--- config.mk ---
export PLATFORM = sky130hd
export DESIGN_NAME = loadAlign
export DESIGN_NICKNAME = d
export VERILOG_FILES = /design/src/hw/memAccessPkg.sv /design/src/hw/loadAlign.sv
export SDC_FILE = /design/constraint.sdc
export NUM_CORES = 1
export LEC_CHECK = 0
export BUFFER_PORTS_ARGS = -buffer_cell sky130_fd_sc_hd__buf_2
export CORE_MARGIN = 2
export CORE_UTILIZATION = 47
export DETAILED_ROUTE_END_ITERATION = 6
export PLACE_DENSITY = 0.85
export SLEW_MARGIN = 30
export SYNTH_ARGS = -nofsm -noshare
export SYNTH_HDL_FRONTEND = slang
export SYNTH_SLANG_ARGS = --single-unit
--- constraint.sdc ---
create_clock -name vclk -period 1.71
set_input_delay 0.171 -clock vclk [all_inputs]
set_output_delay 0.171 -clock vclk [all_outputs]
set_load 0.05 [all_outputs]
--- src/hw/memAccessPkg.sv ---
package memAccessPkg;

    localparam int DATA_WIDTH     = 32;                    // data word width
    localparam int ADDR_WIDTH     = 32;                    // byte address width
    localparam int RAM_WORDS_LOG2 = 8;                     // 256 words, 1 KiB
    localparam int RAM_WORDS      = 1 << RAM_WORDS_LOG2;
    localparam int BYTE_LANES     = DATA_WIDTH / 8;        // one write enable per byte

    typedef enum logic [3:0] {
        NOP = 4'd0,
        LB,                                                // signed byte
        LBU,                                               // unsigned byte
        LH,
        LHU,
        LW,
        LWL,                                               // left partial word
        LWR,                                               // right partial word
        SB,
        SH,
        SW,
        SWL,
        SWR
    } memOp;

    function automatic logic isStoreOp(input memOp op);
        case (op)
            SB, SH, SW, SWL, SWR: return 1'b1;
            default:              return 1'b0;
        endcase
    endfunction

    function automatic logic isLoadOp(input memOp op);
        case (op)
            LB, LBU, LH, LHU, LW, LWL, LWR: return 1'b1;
            default:                        return 1'b0;
        endcase
    endfunction

endpackage

--- src/hw/loadAlign.sv ---
`timescale 1ns/1ns

module loadAlign import memAccessPkg::*; (
    input  memOp                    op,
    input  logic [1:0]              addrLow,
    input  logic [DATA_WIDTH-1:0]   memWord,
    input  logic [DATA_WIDTH-1:0]   regOld,
    output logic [DATA_WIDTH-1:0]   loadResult
);

    logic [7:0]  laneByte;                                 // addressed byte
    logic [15:0] laneHalf;                                 // addressed halfword

    always_comb begin
        laneByte = memWord[{addrLow, 3'b000} +: 8];
        laneHalf = addrLow[1] ? memWord[31:16] : memWord[15:0];
    end

    always_comb begin
        case (op)
            LB: begin
                loadResult = {{24{laneByte[7]}}, laneByte};
            end
            LBU: begin
                loadResult = {24'b0, laneByte};
            end
            LH: begin
                loadResult = {{16{laneHalf[15]}}, laneHalf};
            end
            LHU: begin
                loadResult = {16'b0, laneHalf};
            end
            LW: begin
                loadResult = memWord;
            end
            LWL: begin
                // low memory lanes fill the top of the register
                case (addrLow)
                    2'd0:    loadResult = {memWord[7:0],  regOld[23:0]};
                    2'd1:    loadResult = {memWord[15:0], regOld[15:0]};
                    2'd2:    loadResult = {memWord[23:0], regOld[7:0]};
                    default: loadResult = memWord;
                endcase
            end
            LWR: begin
                // high memory lanes fill the bottom of the register
                case (addrLow)
                    2'd0:    loadResult = memWord;
                    2'd1:    loadResult = {regOld[31:24], memWord[31:8]};
                    2'd2:    loadResult = {regOld[31:16], memWord[31:16]};
                    default: loadResult = {regOld[31:8],  memWord[31:24]};
                endcase
            end
            default: begin
                loadResult = '0;                           // stores and NOP
            end
        endcase
    end

endmodule

==> results.md, run 1 <==
* Hold_buf cts at 0
* Detailed Place HPWL at between 5 and 6 mm
* Worst setup endpoint GRT: loadResult[8]
* Syn Inst Count at roughly 250
* Largest net degree at the start of global routing at 17
* Initial Utilization at 49.01%
* Worst EP kind: primary output
* GRT Total Usage at between 90% and 100%
* Cell Rows at 22
* Run Error: [ERROR GRT-0232] Routing congestion too high. Check the congestion heatmap in the GUI.
* Grt ovf at approximately 280
* Synth warn at 0
* Seq/Total Area, Yosys at 0%
* Placed cells at about 430
* Syn nets at between 300 and 400
* Die width at around 66 um
* Avg Cell Area, Syn at around 7.3 um2
* Failing step: global routing
* Library cells used by synthesis at 46
* IO Port Bufs at 102
* Synthesized cell area at around 1800 um2
* GPL Wtd Cong at around 0.96
* Die H at approximately 66 um
* IO Pins at roughly 100
* Status: aborted with a tool error
-- layer usage --
layer / GRT overflow / global-route usage, %
met5: 1 / 12.50
met4: 113 / 119.8
met3: 0 / 60.99
met2: 163 / 117.6
met1: 1 / 84.18
-- synthesized netlist by cell type (all sizes together), types with 6 or more instances --
cell	count	share of area (%)
or4	6	2.5
o2bb2ai	6	2.9
a21oi	7	2.0
a211oi	8	3.3
a221o	6	3.3
o21ai	10	2.8
nor3	7	2.0
buf	22	7.4
a22o	6	2.9
nor2	12	2.5
a22oi	8	3.3
nand2	31	6.5
nand3	10	2.8
mux2i	58	33
a222oi	8	4.5
-- metrics by stage --
stage	instance area, um2	setup TNS [ns]	hold WS [ns]	setup slack (ns)	utilization, %
after floorplan	1908	-0.4407	0.5794	-0.1596	-
after CTS	3224	-1.102	0.7236	-0.09854	88.07
after detailed placement	2814	-5.493	0.8109	-0.3375	76.86
after global placement	2814	-4.664	0.8068	-0.2607	76.86
-- kinds of logic after synthesis --
| logic type | count (synthesis) | synth area share, % |
|---|---|---|
| buffers and inverters | 26 | 8.228 |
| and+or+nand+nor | 89 | 26.78 |
| muxes | 59 | 33.40 |
| AOI/OAI and AO/OA | 72 | 31.59 |
-- what timing repair did --
| action | CTS |
|---|---|
| pin swaps | 10 |
| resized for setup | 89 |
| gates cloned | 2 |
| buffers inserted | 6 |
| endpoints found under the setup margin | 32 |
==> run 2, diff against run 1 <==
CORE_UTILIZATION = 35   (was 47)
PLACE_DENSITY = not set   (was 0.85)
PLACE_DENSITY_LB_ADDON = 0.15   (was not set)
==> run 2 against run 1 <==
The flow now finishes, with violations (setup timing). Synthesized cell count unchanged. Synthesized area unchanged.
==> results.md, run 2 <==
* Status: complete, but fails checks (was aborted with a tool error)
* Failing checks: setup timing
* Die H at 75.60 um (was 65.79 um)
* Int Power at 560.6 uW
* Crit path capture type: output port
* Wl on met1 at between 3 and 4 mm
* Finished Layout Cells at ~460
* Area leader, netlist: mux2i_1 (unchanged)
* Post-route setup slack at -0.06996 ns
* Synth area leaders: mux2i_1, nand2_1, a222oi_1 (unchanged)
* Initial Utilization at 35.58% (was 49.01%)
* Grt ovf at 0
* Area of the multi-input gates at slightly below 2000 um2
* IO Pins at 102 (unchanged)
* Final design utilization at between 70 and 80%
* Max-slew violations at 0
* Placed cells at 446 (was 428)
* WL final at 8.045 mm
* RSZ-0062 raised after global routing: true
* Final total power at between 1 and 1.5 mW
* WP data required at approximately 1.5 ns
* IO Port Bufs at 102 (unchanged)
* Vias per cell at about 5.7
* Antenna violations before repair at 0
* Maximum clock rate at 0.5618 GHz
* Syn Inst Count at 246 (unchanged)
* GPL Wtd Cong at 0.9747 (was 0.9551)
* Final setup fails at 8
* Filler Cell Count at slightly below 400
* Worst hold path class: primary input to output port
* Seq/Total Area, Yosys at 0% (unchanged)
* Max Used Layer: met4
* WS Path Type: primary input to output port
* Final net count at ~470
* Synth top area share at 31.24% (unchanged)
* Most common cell after layout, fill and taps aside: buf_2
* Die ar. at 5715 um2
* Commonest cells after routing, fill and taps aside: buf_2, mux2i_1, buf_4
* Worst slew margin at approximately 66%
* Largest net degree at the start of global routing at 24
* Antenna cells at 0
* Cell Rows at 26 (was 22)
* Metal3 WL at about 450 um
* Avg Cell Area, Syn at 7.294 um2 (unchanged)
* CP max FO at 4
* Final period util at 104.1%
* TritonRoute pass-1 iters at 4
* Worst-Margin Slew at 0.5127 ns
* Clock power frac at 0%
* Hold_buf cts at 0 (unchanged)
* Library cells used by synthesis at 46 (unchanged)
* WHS at 0.7194 ns
* Pleak at about 1.8 nW
* Critical Path Source Type: primary input
* Synthesized cell area at 1794 um2 (unchanged)
* Detailed Place HPWL at 5.665 mm (was 5.868 mm)
* Switching Power at ~640 uW
* Sw frac at a little over half
* Register share of total power at 0%
* Drt wl/cell at roughly 17 um
* Min Tclk post-route at between 1.5 and 2 ns
* Vias in the first global route at around 2500
* Met2 routed WL at 4.103 mm
* GRT Total Usage at approximately a quarter
* Peak supply drop at ~190 uV
* Synth warn at 0 (unchanged)
* Final hold vios at 0
* P per Cell Area at between 300 and 400 nW/um2
* Combinational share of power at 100.0%
* Commonest cells in the netlist: mux2i_1, nand2_1, buf_2, nor2_1 (unchanged)
* Max_cap viols at 0
* Core area at 5042 um2
* Residual DRC count at 0
* Vias at ~2700
* Share of cells above drive strength 1 at between 60% and 70%
* Seq Cell Count at 0
* Layout area overhead at 99.37%
* Count leader, synth: mux2i_1 (unchanged)
* Initial DRC count at 153
* Register area at 0 um2
* Syn nets at 316 (unchanged)
* Global-route wire length before repair at approximately 12 mm
* Worst EP arrival at around 1.6 ns
* ANT nets after route at 0
* Die width at 75.60 um (was 65.79 um)
* Clock buf count at 0
==> run 2: cell counts after synthesis <==
Identical to the previous run, type by type.
==> run 2: path summary, 6_finish.rpt <==
check / startpoint / end / depth (start not counted)
worst max-delay path: addrLow[1] / loadResult[12] / 7
worst min-delay path: regOld[24] / loadResult[24] / 4
==> run 2: metrics by stage <==
| stage | setup slack (ns) | instance area, um2 | TNS, ns |
|---|---|---|---|
| final | -0.06996 | 3577 | -0.3749 |
| after global routing | -0.1225 | 3577 | -1.240 |
| after CTS | -0.06468 | 3369 | -0.3056 |
| after detailed placement | -0.3774 | 2799 | -6.771 |
| after global placement | -0.3634 | 2799 | -6.511 |
| after floorplan | -0.1596 | 1908 | -0.4407 |
==> run 2: cell type report <==
type / count / area share [%]
multi-input combinational: 220 / 54.84
timing repair buffer: 173 / 42.71
tap: 70 / 2.448
==> run 2: what timing repair did <==
action	4_1_cts	5_1_grt
pin swaps	22	13
gates resized for setup	116	47
endpoints found under the setup margin	32	32
gates cloned	5	0
setup buffers	7	5
==> run 2: worst max-delay path, cell delays in order <==
cell and delay, ns:
buf_12 0.09, mux2i_4 0.23, mux2i_2 0.12, nor4b_4 0.15
buf_4 0.15, or4_4 0.52, buf_8 0.17
==> run 2: cell families after synthesis <==
family / after synthesis / synth area share (%)
and+or+nand+nor: 89 / 26.78
muxes: 59 / 33.40
buffers and inverters: 26 / 8.228
AOI/OAI and AO/OA: 72 / 31.59
==> run 2: routing by layer <==
metal  GRT usage [%]  up-vias
li1                -     1285
met1           34.76     1258
met2           47.34      103
met3           1.058        6
met4           4.094        0
met5               0        -
==> run 2: power groups by stage <==
stage	Clock, mW	Sequential [mW]	Combinational, mW
floorplan	0	0	0.602
global placement	0	0	0.906
detailed placement	0	0	0.910
CTS	0	0	1.12
global route	0	0	1.25
finish	0	0	1.20
Power figures use the tool's default switching activity.
==> run 3, diff against run 2 <==
--- a/config.mk
+++ b/config.mk
@@ -12,2 +12,3 @@
 export PLACE_DENSITY_LB_ADDON = 0.15
+export SETUP_SLACK_MARGIN = 0.3
 export SLEW_MARGIN = 30
==> constraint.sdc (replaced) <==
create_clock -name vclk -period 1.71
set_input_delay 0 -clock vclk [all_inputs]
set_output_delay 0 -clock vclk [all_outputs]
set_load 0.05 [all_outputs]
==> run 3 against run 2 <==
The flow now finishes without violations. Worst hold slack got worse by 0.33 ns. Flip-flop and latch count did not move. Cell area fell by 12%. Utilization fell by 8.5 points. Die area did not move. Largest cell class unchanged.
==> results.md, run 3 (same netlist as run 2, synthesis figures left out) <==
* Final net count at 438 (was 465)
* Initial Utilization at 35.58% (unchanged)
* Peak supply drop at 193.2 uV (was 185.9 uV)
* Global-route wire length before repair at 10.86 mm (was 11.74 mm)
* Area of the multi-input gates at 1894 um2 (was 1962 um2)
* Placed cells at 420 (was 446)
* Post-route setup slack at 0.2936 ns (was -0.06996 ns)
* Final design utilization at 62.48% (was 70.94%)
* Worst EP arrival at 1.42 ns (was 1.61 ns)
* Maximum clock rate at 0.7060 GHz (was 0.5618 GHz)
* Antenna cells at 0 (unchanged)
* Worst slew margin at 68.14% (was 65.82%)
* Layout area overhead at 75.59% (was 99.37%)
* Final hold vios at 0 (unchanged)
* Antenna violations before repair at 0 (unchanged)
* Die H at 75.60 um (unchanged)
* GRT Total Usage at 23.99% (was 26.07%)
* Critical-path top delay cell: or4_4 (unchanged)
* Final setup fails at 0 (was 8)
* TNS Setup at 0 ns (was -0.3749 ns)
* Pre-CTS setup slack at -0.06988 ns (was -0.3774 ns)
* Most common cell after layout, fill and taps aside: buf_2 (unchanged)
* P per Cell Area at 337.5 nW/um2 (was 334.4 nW/um2)
* Register area at 0 um2 (unchanged)
* Detailed Place HPWL at 5.309 mm (was 5.665 mm)
* Crit path capture type: output port (unchanged)
* Seq Cell Count at 0 (unchanged)
* Finished Layout Cells at 436 (was 463)
* WS Path Type: primary input to output port (unchanged)
* Share of cells above drive strength 1 at 52.19% (was 60.56%)
* Vias at 2546 (was 2652)
* Drt wl/cell at 17.56 um (was 17.38 um)
* Critical-path cell list: buf_12, mux2i_4, mux2i_2, nor4b_4, buf_6, or4_4, buf_8 (was buf_12, mux2i_4, mux2i_2, nor4b_4, buf_4, or4_4, buf_8)
* IO Pins at 102 (unchanged)
* Clock buf count at 0 (unchanged)
* Die ar. at 5715 um2 (unchanged)
* Vias in the first global route at 2289 (was 2475)
* IO Port Bufs at 102 (unchanged)
* Max-slew violations at 0 (unchanged)
* Final period util at 82.83% (was 104.1%)
* Final total power at 1.063 mW (was 1.196 mW)
* Core area at 5042 um2 (unchanged)
* Crit-path max cell delay at 0.52 ns (about the same)
* RSZ-0062 raised after global routing: true (unchanged)
* Filler Cell Count at 477 (was 394)
* Grt ovf at 0 (unchanged)
* Min Tclk post-route at 1.416 ns (was 1.780 ns)
* Vias per cell at 5.839 (was 5.728)
* Design area at 3151 um2 (was 3577 um2)
* Worst hold path class: primary input to output port (unchanged)
* Critical Path Source Type: primary input (unchanged)
* WP data required at 1.71 ns (was 1.54 ns)
* Max_cap viols at 0 (unchanged)
* GPL Wtd Cong at 0.8405 (was 0.9747)
* Residual DRC count at 0 (unchanged)
* Worst-Margin Slew at 0.4779 ns (was 0.5127 ns)
* Commonest cells after routing, fill and taps aside: buf_2, mux2i_1, buf_4 (unchanged)
* ANT nets after route at 0 (unchanged)
* Largest net degree at the start of global routing at 47 (was 24)
* TritonRoute pass-1 iters at 5 (was 4)
* Pleak at 1.576 nW (was 1.763 nW)
* WL final at 7.655 mm (was 8.045 mm)
* CP max FO at 7 (was 4)
* Cell Rows at 26 (unchanged)
* WHS at 0.3881 ns (was 0.7194 ns)
* Status: complete, no violations (was complete, but fails checks)
* Initial DRC count at 176 (was 153)
* Die width at 75.60 um (unchanged)
* DP Area at 2576 um2 (was 2799 um2)
==> run 3: changes by cell type in the layout (fill, tap and decap cells not counted), moves of 2 or more <==
cell | before | now
nand2_1 | 22 | 30
buf_4 | 46 | 33
a221o_2 | 6 | 0
buf_12 | 6 | 8
buf_6 | 37 | 18
a32oi_1 | 2 | 0
buf_2 | 65 | 71
a32oi_2 | 1 | 3
nor2b_1 | 3 | 5
buf_8 | 15 | 6
a221o_1 | 0 | 6
clkbuf_4 | 1 | 8
nand2_2 | 9 | 0
==> run 3: where the power goes <==
group,total [mW],switching (mW),internal [mW]
Clock,0,0,0
Sequential,0,0,0
Combinational,1.06,0.603,0.460
Total,1.06,0.603,0.460
==> run 3: critical path, delay by kind of cell <==
family	cells	cell delay [ns]
muxes	2	0.34
and+or+nand+nor	2	0.66
buffers and inverters	3	0.42
==> run 3: path summary, 6_finish.rpt <==
check	depth (start not counted)	end	slack, ns	start
setup / recovery	7	loadResult[14]	0.29	addrLow[1]
hold / removal	4	loadResult[5]	0.39	regOld[5]
==> run 3: per-layer routing <==
metal | routed length (um) | GRT usage, %
met4 | 26 | 0.5848
met3 | 425 | 0.9259
met5 | 0 | 0
met2 | 3798 | 45.80
met1 | 3404 | 31.46
==> run 3: layout make-up <==
cell class                      count  area share (%)
Tap cell                           70           2.780
Multi-Input combinational cell    220           60.13
Timing Repair Buffer              146           37.09
==> run 3: timing repair <==
item                                    4_1_cts  5_1_grt
cloned                                        0        2
pin swaps                                     7       13
hold buffers                                  0        0
setup buffers                                 4       10
gates resized for setup                      58       55
endpoints found under the setup margin       27       30
