$ cat config.mk
export PLATFORM = sky130hd
export DESIGN_NAME = storeAlign
export DESIGN_NICKNAME = d
export VERILOG_FILES = /design/src/hw/memAccessPkg.sv /design/src/hw/storeAlign.sv
export SDC_FILE = /design/constraint.sdc
export NUM_CORES = 1
export LEC_CHECK = 0
export ABC_AREA = 0
export BUFFER_PORTS_ARGS = -buffer_cell sky130_fd_sc_hd__buf_2
export CORE_MARGIN = 3
export CORE_UTILIZATION = 38
export DETAILED_ROUTE_END_ITERATION = 10
export GPL_TIMING_DRIVEN = 0
export PLACE_DENSITY = 0.71
export SLEW_MARGIN = 20
export SYNTH_ARGS = -nofsm -noshare
export SYNTH_HDL_FRONTEND = slang
export SYNTH_SLANG_ARGS = --single-unit
$ cat constraint.sdc
create_clock -name vclk -period 2.5
set_input_delay 0.5 -clock vclk [all_inputs]
set_output_delay 0.5 -clock vclk [all_outputs]
set_load 0.02 [all_outputs]
$ cat src/hw/memAccessPkg.sv
package memAccessPkg;

    localparam int DATA_WIDTH     = 32;                    // data word width
    localparam int ADDR_WIDTH     = 32;                    // byte address width
    localparam int RAM_WORDS_LOG2 = 8;                     // 256 words, 1 KiB
    localparam int RAM_WORDS      = 1 << RAM_WORDS_LOG2;
    localparam int BYTE_LANES     = DATA_WIDTH / 8;        // one write enable per byte

    typedef enum logic [3:0] {
        NOP = 4'd0,
        LB,                                                // signed byte
        LBU,                                               // unsigned byte
        LH,
        LHU,
        LW,
        LWL,                                               // left partial word
        LWR,                                               // right partial word
        SB,
        SH,
        SW,
        SWL,
        SWR
    } memOp;

    function automatic logic isStoreOp(input memOp op);
        case (op)
            SB, SH, SW, SWL, SWR: return 1'b1;
            default:              return 1'b0;
        endcase
    endfunction

    function automatic logic isLoadOp(input memOp op);
        case (op)
            LB, LBU, LH, LHU, LW, LWL, LWR: return 1'b1;
            default:                        return 1'b0;
        endcase
    endfunction

endpackage

$ cat src/hw/storeAlign.sv
`timescale 1ns/1ns

module storeAlign import memAccessPkg::*; (
    input  memOp                    op,
    input  logic [1:0]              addrLow,
    input  logic [DATA_WIDTH-1:0]   storeData,
    output logic [BYTE_LANES-1:0]   byteWen,
    output logic [DATA_WIDTH-1:0]   wrData
);

    always_comb begin
        byteWen = '0;                                      // non-store ops write nothing
        wrData  = '0;
        case (op)
            SB: begin
                byteWen = 4'b0001 << addrLow;
                wrData  = {24'b0, storeData[7:0]} << {addrLow, 3'b000};
            end
            SH: begin
                if (addrLow[1]) begin
                    byteWen = 4'b1100;
                    wrData  = {storeData[15:0], 16'b0};
                end else begin
                    byteWen = 4'b0011;
                    wrData  = {16'b0, storeData[15:0]};
                end
            end
            SW: begin
                byteWen = 4'b1111;
                wrData  = storeData;
            end
            SWL: begin                                     // top source bytes into lanes addr..0
                case (addrLow)
                    2'd0:    byteWen = 4'b0001;
                    2'd1:    byteWen = 4'b0011;
                    2'd2:    byteWen = 4'b0111;
                    default: byteWen = 4'b1111;
                endcase
                wrData = storeData >> {~addrLow, 3'b000};
            end
            SWR: begin                                     // low source bytes into lanes addr..3
                case (addrLow)
                    2'd0:    byteWen = 4'b1111;
                    2'd1:    byteWen = 4'b1110;
                    2'd2:    byteWen = 4'b1100;
                    default: byteWen = 4'b1000;
                endcase
                wrData = storeData << {addrLow, 3'b000};
            end
            default: begin
                byteWen = '0;
                wrData  = '0;
            end
        endcase
    end

endmodule

## Word-level counts from Yosys, hierarchy flattened

Cells that the tools add are included.

| cells by class | value |
|---|---|
| reduce and logical (&&, ||, !) cells | 1 |
| shift-type cells | 4 |
| multiplexer cells | 6 |
| bitwise gates (word level) | 1 |
| eq/ne operators | 7 |

Operators with widths:

| kind | number |
|---|---|
| 32-bit one-hot mux with 5 select lines | 1 |
| 32-bit 2-to-1 mux | 1 |
| 32-bit by 5-bit left shift with 32-bit output | 1 |
| 8-bit by 5-bit left shift with 32-bit output | 1 |
| 32-bit by 5-bit right shift with 32-bit output | 1 |
| 4-bit equality test, second input constant | 5 |
| 4-bit one-hot mux with 5 select lines | 1 |
| 4-bit one-hot mux with 3 select lines | 1 |
| 3-bit one-hot mux with 3 select lines | 1 |
| 4-bit 2-to-1 mux | 1 |
| 1-bit by 2-bit left shift with 4-bit output, first input constant | 1 |
| 2-bit by 1-bit equality test with 1-bit output, second input constant | 1 |
| 2-bit equality test, second input constant | 1 |
| 2-bit logical NOT | 1 |
| 2-bit NOT | 1 |

| storage, ports and cells | value |
|---|---|
| bits in registers | 0 |
| output and inout bits | 36 |

## Longest topological paths before layout

Gate-level depths: netlist of run 1.

| logic depth | value |
|---|---|
| depth after elaboration | 3 |
| depth in mapped cells | 6 |
| gate-level depth less buffers | 4 |

## Worst setup path before layout of run 1

OpenSTA, ideal clock, no wires.

| timing path | value |
|---|---|
| kind | input -> output |
| start | in op[1] |
| end | out wrData[28] |
| arrival time | 1.950 ns |
| required time | 2.000 ns |
| slack | 0.050 ns |
| cell stages on the path | 5 |
| cells stage by stage | or3b_1 buf_6 nor2_1 a22oi_1 o21ai_0 |

| on the way | value |
|---|---|
| cells in the longest elaborated chain, start to end | 2 |
| elaborated cells between the ends (all ways) | 6 |
| those cells by class | 5 x eq/ne; 1 x mux |

RTL lines:

| what | RTL line | source |
|---|---|---|
| from (decl) | storeAlign.sv:4 | `input memOp op,` |
| 4-bit equality test | storeAlign.sv:14 | `case (op)` |
| 32-bit one-hot mux with 5 select lines * | storeAlign.sv:14 |  |
| to (decl) | storeAlign.sv:8 | `output logic [DATA_WIDTH-1:0] wrData` |

Mark *: on every way between the ends. The rest lies on a longest branch, timed or not.

## Worst setup path in the final report of run 1

| timing path | value |
|---|---|
| start | in op[0] |
| end | out wrData[25] |

The elaborated chain is that of the path after synthesis.

==> flow_metrics.tcl, run 1 <==
set metrics [dict create \
    fin_nets 292 \
    antenna_found_initial 0 \
    drt_wl_total_um 5780 \
    coreArea_um2 3180 \
    synth-seq-area-share 0 \
    end_kind "output pin" \
    overflow 0 \
    cap_violations 0 \
    wl_per_cell_um 19.5 \
    critPathRequiredTime_ns 2.00 \
    period_share 0.992 \
    dpl.hpwl_um 3900 \
    crit_fanout 6 \
    power_leakage_nw 0.882 \
    cpMostUsedCell "buf_6" \
    mostFrequentLayoutCell "buf_2" \
    drt-vias-per-instance 6.74 \
    slew_violations 0 \
    mostFrequentLayoutCells "buf_2, nand2_1, nand3_1" \
    placed_area_um2 1730 \
    switchingPower_mw 0.196 \
    grt_pass1_vias 1775 \
    yosysWarnings 0 \
    drt-met1-wl_um 2230 \
    power.total_mw 0.333 \
    finalSetupViolations 0 \
    cp.buffers_inverters 3 \
    ir_drop_v 0.0000885 \
    worst_slew_pin_slew_ns 0.466 \
    ff_latch_area_um2 0 \
    max_clock_freq_mhz 403 \
    relSlewSlack 0.690 \
    grt_max_degree 11 \
    area_delta_synth_final_pct 45.9 \
    grt_use_total 0.250 \
    p_int_mw 0.137 \
    synthCells 174 \
    final_util 0.600 \
    port_buffers 73 \
    fp.dieW_um 64.7 \
    synth.distinct_cells 42 \
    ant_nets 0 \
    io_pins 74 \
    fp.dieH_um 64.7 \
    arrival_ns 1.98 \
    cp-start-kind "primary input" \
    min-delay-path-class "in -> out" \
    drcViolationCount 0 \
    highest_layer "met4" \
    fin_crit_ns 2.48 \
    synth_fp_nets 212 \
    p_clk_frac 0 \
    hold_viol_final 0 \
    syn_area_per_cell_um2 7.51 \
    dr.first_iter.drc_count 294 \
    n_clock_buffer 0 \
    setup_tns_ns 0 \
    p_sw_frac 0.589 \
    start_util 0.411 \
    wl_met2_um 2800 \
    met3_length_um 682 \
    dieArea_um2 4180 \
    gp_congestion 0.958 \
    num_antenna_cells 0 \
    fin_area_um2 1910 \
    max_stage_delay_ns 0.49 \
    row_count 20 \
    grt_pass1_wl_um 8720 \
    combPwrFrac 1.000 \
    crit_slowest_cell "or3b_4" \
    layout-drive-gt1-share 0.492 \
    critical-path-top-delay-family "simple AND/OR/NAND/NOR gates" \
    via_count 1996 \
    netlist_area_um2 1310 \
    dr.pass1.iters 5 \
    path_class "in -> out" \
    power_density_nw_per_um2 174 \
    status "finished, final reports clean" \
    p_seq_frac 0 \
    design.seq.count 0 \
    crit_chain "buf_6, or3b_4, nor4b_4, buf_6, a32o_1, a221o_2, buf_6" \
]
-- stage by stage --
stage | std cells | hold WS [ns] | setup WS [ns]
after floorplan | 174 | 1.18 | 0.0497
after global placement | 291 | 1.39 | -0.350
after detailed placement | 291 | 1.38 | -0.342
after CTS | 291 | 1.38 | -0.0260
after global routing | 296 | 1.40 | -0.0198
final | 296 | 1.38 | 0.0207
-- area by class of cell --
type	instances	area, um2
fill	296	1270
multi-input combinational	154	1300
buffer	14	90.1
inverter	4	15.0
timing repair buffer	80	447
tap	44	55.1
-- per-layer routing --
| layer | global-route usage | vias to the layer above |
|---|---|---|
| li1 | - | 892 |
| met1 | 0.354 | 930 |
| met2 | 0.428 | 158 |
| met3 | 0.0121 | 16 |
| met4 | 0.0343 | 0 |
| met5 | 0 | - |
-- logic make-up after synthesis --
kind of cell / Yosys count / share of synthesized area
AND/OR/NAND/NOR: 55 / 0.239
buffers and inverters: 20 / 0.0689
multiplexers: 16 / 0.172
AO/OA/AOI/OAI: 83 / 0.520
-- path summary, 6_finish.rpt --
kind / startpoint / to / cells after the start
setup / recovery: op[0] / wrData[25] / 7
hold / removal: op[3] / byteWen[1] / 3
-- synthesized netlist by cell type (all sizes together), types with 2 or more instances --
master | instances | area, um2
o22ai | 2 | 12.5
a22o | 10 | 87.6
nand2 | 14 | 52.6
o21ai | 7 | 35.0
nor3 | 5 | 25.0
o21a | 4 | 30.0
o2bb2ai | 5 | 43.8
clkbuf | 9 | 33.8
a22oi | 7 | 52.6
mux4 | 5 | 113
a32o | 7 | 70.1
nand3 | 11 | 55.1
a21o | 2 | 15.0
a21oi | 10 | 50.1
or3b | 2 | 17.5
nand2b | 2 | 12.5
a221o | 18 | 190
a211oi | 3 | 22.5
mux2i | 9 | 90.1
mux2 | 2 | 22.5
nor2b | 6 | 37.5
buf | 7 | 41.3
inv | 3 | 11.3
a32oi | 2 | 17.5
o32ai | 2 | 17.5
nor2 | 7 | 26.3
-- repair_timing --
item,in CTS,in global routing
setup endpoints to repair,29,28
hold buffers,0,0
gates resized for setup,21,28
cloned,0,2
pin swaps,2,7
buffers inserted,1,4
-- power groups by stage --
stage	clock (mW)	sequential, mW	combinational [mW]
after detailed placement	0	0	0.296
after global placement	0	0	0.294
after CTS	0	0	0.308
final	0	0	0.333
after floorplan	0	0	0.183
after global routing	0	0	0.353
Note: power is estimated with default switching activity, not from simulation.
==> run 2, diff against run 1 <==
--- a/config.mk
+++ b/config.mk
@@ -11,7 +11,7 @@
 export CORE_UTILIZATION = 38
 export DETAILED_ROUTE_END_ITERATION = 10
 export GPL_TIMING_DRIVEN = 0
-export PLACE_DENSITY = 0.71
+export PLACE_DENSITY = 0.73
 export SLEW_MARGIN = 20
 export SYNTH_ARGS = -nofsm -noshare
 export SYNTH_HDL_FRONTEND = slang
==> constraint.sdc (replaced) <==
create_clock -name vclk -period 2.1
set_input_delay 0.42 -clock vclk [all_inputs]
set_output_delay 0.42 -clock vclk [all_outputs]
set_load 0.02 [all_outputs]
==> run 2 against run 1 <==
Effect of this change:
- the flow now finishes with violations (setup timing)
- design area rose by 25%
- power rose by 50%
- combinational power rose by 50%
- highest routed layer unchanged
==> flow_metrics.tcl, run 2 (same netlist as run 1, synthesis figures left out) <==
set metrics [dict create \
    status "complete, but fails checks" \
    violations "setup timing" \
    grt_pass1_vias 1819 \
    power_density_nw_per_um2 209 \
    dr.pass1.iters 7 \
    cap_violations 0 \
    crit_slowest_cell "or3b_4" \
    dpl.hpwl_um 3980 \
    power.total_mw 0.499 \
    fp.dieH_um 64.7 \
    grt_pass1_wl_um 9110 \
    start_util 0.411 \
    mostFrequentLayoutCells "buf_2, buf_6, buf_4, nand2_1" \
    relSlewSlack 0.771 \
    fillerInstances 216 \
    whs_path_depth 4 \
    antenna_found_initial 0 \
    drt_wl_total_um 6750 \
    crit_chain "buf_12, or3b_4, nor4b_4, buf_6, a32o_1, a221o_2, buf_6" \
    cp-start-kind "primary input" \
    cpMostUsedCell "buf_6" \
    slew_violations 0 \
    io_pins 74 \
    layout-drive-gt1-share 0.593 \
    setup_slack_ns -0.182 \
    grt_max_degree 11 \
    power_leakage_nw 1.06 \
    max_stage_delay_ns 0.46 \
    max_clock_freq_mhz 438 \
    n_clock_buffer 0 \
    dr.first_iter.drc_count 423 \
    fp.dieW_um 64.7 \
    worst_slew_pin_slew_ns 0.344 \
    hold_viol_final 0 \
    ir_drop_v 0.000103 \
    mostFrequentLayoutCell "buf_2" \
    fin_crit_ns 2.28 \
    arrival_ns 1.86 \
    drcViolationCount 0 \
    overflow 0 \
    min-delay-path-class "in -> out" \
    row_count 20 \
    finalSetupViolations 24 \
    cts_hold_buffers 0 \
    ff_latch_area_um2 0 \
    critPathRequiredTime_ns 1.68 \
    dieArea_um2 4180 \
    drt-vias-per-instance 7.14 \
    via_count 2227 \
    coreArea_um2 3180 \
    gp_congestion 0.904 \
    area_delta_synth_final_pct 82.6 \
    path_class "in -> out" \
    num_antenna_cells 0 \
    wl_per_cell_um 21.6 \
    grt_use_total 0.265 \
    crit_fanout 6 \
    ant_nets 0 \
    period_share 1.09 \
    fin_nets 308 \
    design.seq.count 0 \
    rsz0062_at_grt "true" \
    port_buffers 73 \
    end_kind "output pin" \
    holdWs_ns 1.21 \
]
run 2: final cells by class:
cell class	instances	area, um2	share of cell area
Tap cell	44	55.1	0.0231
Timing Repair Buffer	96	748	0.313
Multi-Input combinational cell	154	1410	0.592
Inverter	4	22.5	0.00943
Buffer	14	148	0.0618
run 2: path summary, 6_finish.rpt:
kind                          start          to  slack, ns
worst max-delay path          op[1]  wrData[25]      -0.18
worst min-delay path  storeData[31]  wrData[31]       1.21
run 2: what timing repair did:
item                                    4_1_cts  5_1_grt
setup buffers                                 9       12
gates resized for setup                      58       83
pin swaps                                    14       15
cloned                                        1        1
endpoints found under the setup margin       36       35
run 2: through the flow:
step / instances / setup slack, ns / area [um2] / setup TNS [ns] / utilization
final: 312 / -0.182 / 2390 / -2.34 / 0.751
after global routing: 312 / -0.189 / 2390 / -3.08 / 0.751
after CTS: 300 / -0.204 / 2020 / -4.14 / 0.637
after detailed placement: 291 / -0.470 / 1760 / -12.04 / 0.554
after global placement: 291 / -0.474 / 1760 / -11.48 / 0.554
after floorplan: 174 / 0.00434 / 1340 / 0 / -
run 2: critical path, delay by kind of cell:
kind | cells | cell delay (ns)
AND/OR/NAND/NOR | 2 | 0.77
buffers and inverters | 3 | 0.40
AO/OA/AOI/OAI | 2 | 0.26
run 2: per-layer routing:
metal  track usage  vias to the layer above  part of all wire
met5             0                        -                 0
met1         0.384                     1045              0.37
li1              -                      927                 -
met4        0.0528                        0             0.031
met3        0.0104                       33              0.13
met2         0.434                      222              0.47
run 2: report_power, final:
group          internal [mW]  leakage [nW]  switching (mW)
clock network              0             0               0
registers                  0             0               0
logic                  0.232          1.06           0.268
==> run 3, diff against run 2 <==
--- a/config.mk
+++ b/config.mk
@@ -10,7 +10,7 @@
 export CORE_MARGIN = 3
 export CORE_UTILIZATION = 38
 export DETAILED_ROUTE_END_ITERATION = 10
-export GPL_TIMING_DRIVEN = 0
+export GPL_TIMING_DRIVEN = 1
 export PLACE_DENSITY = 0.73
 export SLEW_MARGIN = 20
 export SYNTH_ARGS = -nofsm -noshare
==> run 3 against run 2 <==
Effect of this change:
- the run still ends with setup timing left
- first-iteration DRC count decreased by 3.1%
- worst hold slack got worse by 0.0077 ns
- power increased by 4.2%
- utilization increased by 3.2 points
- setup slack improved by 0.0025 ns
- sequential cell count unchanged
- combinational power increased by 4.2%
- non-clock buffer count increased by 14
- final cell count increased by 4.5%
- sequential share of layout area unchanged
- critical path type unchanged
- critical endpoint is now wrData[29]
- largest cell class unchanged
- highest routed layer unchanged
==> flow_metrics.tcl, run 3 (same netlist as run 1, synthesis figures left out) <==
set metrics [dict create \
    status "complete, but fails checks" \
    violations "setup timing" \
    layout-drive-gt1-share 0.631 \
    fp.dieW_um 64.7 \
    slew_violations 0 \
    dpl.hpwl_um 4140 \
    row_count 20 \
    min-delay-path-class "in -> out" \
    cts_hold_buffers 0 \
    relSlewSlack 0.786 \
    max_clock_freq_mhz 439 \
    io_pins 74 \
    hold_end "wrData[28]" \
    fin_area_um2 2490 \
    dieArea_um2 4180 \
    power.total_mw 0.520 \
    ff_latch_area_um2 0 \
    whs_path_depth 4 \
    antenna_found_initial 0 \
    dp_slack_ns -0.266 \
    grt_max_degree 18 \
    wl_per_cell_um 20.8 \
    coreArea_um2 3180 \
    critPathRequiredTime_ns 1.68 \
    cap_violations 0 \
    power_leakage_nw 1.13 \
    setup_slack_ns -0.179 \
    use_met1 0.347 \
    mostFrequentLayoutCells "buf_4, buf_6, buf_2, nand2_1" \
    gp_congestion 0.914 \
    n_clock_buffer 0 \
    dr.first_iter.drc_count 410 \
    multi_input_area_um2 1410 \
    area_delta_synth_final_pct 90.3 \
    port_buffers 74 \
    worst_slew_pin_slew_ns 0.319 \
    grt_pass1_wl_um 9080 \
    path_class "in -> out" \
    setup_tns_ns -2.28 \
    fp.dieH_um 64.7 \
    power_density_nw_per_um2 209 \
    rsz0062_at_grt "true" \
    fillerInstances 221 \
    overflow 0 \
    crit_fanout 6 \
    drt_wl_total_um 6800 \
    cp-start-kind "primary input" \
    period_share 1.09 \
    grt_pass1_vias 1882 \
    hold_path_startpoint "storeData[28]" \
    ant_nets 0 \
    start_util 0.411 \
    grt_use_total 0.265 \
    dr.pass1.iters 5 \
    via_count 2203 \
    ir_drop_v 0.000103 \
    holdWs_ns 1.20 \
    arrival_ns 1.86 \
    fin_nets 322 \
    end_kind "output pin" \
    finalSetupViolations 28 \
    grt.busiest_layer "met2" \
    design.seq.count 0 \
    hold_viol_final 0 \
    drt-vias-per-instance 6.76 \
    num_antenna_cells 0 \
    gr-usage-met3 0.0260 \
    drcViolationCount 0 \
    placed_area_um2 2030 \
    fin_crit_ns 2.28 \
    use_met2 0.464 \
    mostFrequentLayoutCell "buf_4" \
]
## run 3: changes by cell type in the layout (fill, tap and decap cells not counted), moves of 3 or more
cell and delta:
buf_4 +17, buf_6 +12, buf_2 -6, buf_12 -3
## run 3: how the worst max path moves through the flow
stage          start         end  cells past startpoint
2_1_floorplan  op[1]  wrData[17]                      4
3_3_place_gp   op[1]  wrData[29]                      7
3_5_place_dp   op[1]  wrData[25]                      7
4_1_cts        op[0]  wrData[25]                      7
5_1_grt        op[0]  wrData[29]                      7
6_report       op[0]  wrData[29]                      7
## run 3: cell type report
class	count	share of cell area
Tap cell	44	0.0221
Timing Repair Buffer	124	0.404
Multi-Input combinational cell	154	0.566
Inverter	4	0.00804
## run 3: metal layers
metal,up-vias,wire (um)
li1,961,-
met1,1008,2570
met2,198,3260
met3,36,700
met4,0,262
met5,-,0
## run 3: per-stage QoR
| stage | instances | utilization |
|---|---|---|
| 2_1_floorplan | 174 | - |
| 3_3_place_gp | 320 | 0.639 |
| 3_5_place_dp | 320 | 0.639 |
| 4_1_cts | 323 | 0.710 |
| 5_1_grt | 326 | 0.783 |
| 6_report | 326 | 0.783 |
## run 3: timing repair
item | 4_1_cts | 5_1_grt
gates resized for setup | 60 | 57
buffers inserted | 1 | 3
endpoints found under the setup margin | 32 | 32
gates cloned | 2 | 0
endpoints found under the hold margin | 0 | 0
pin swaps | 9 | 12
## run 3: report_power, final
group | total [mW] | internal [mW] | switching, mW | leakage [nW]
clock | 0 | 0 | 0 | 0
sequential | 0 | 0 | 0 | 0
combinational | 0.520 | 0.250 | 0.270 | 1.13
## run 3: worst max-delay path, stage by stage
cell and delay, ns:
buf_6 0.09, or3b_4 0.47, nor4b_4 0.34, buf_6 0.18
a32o_1 0.13, a221o_2 0.11, buf_6 0.11
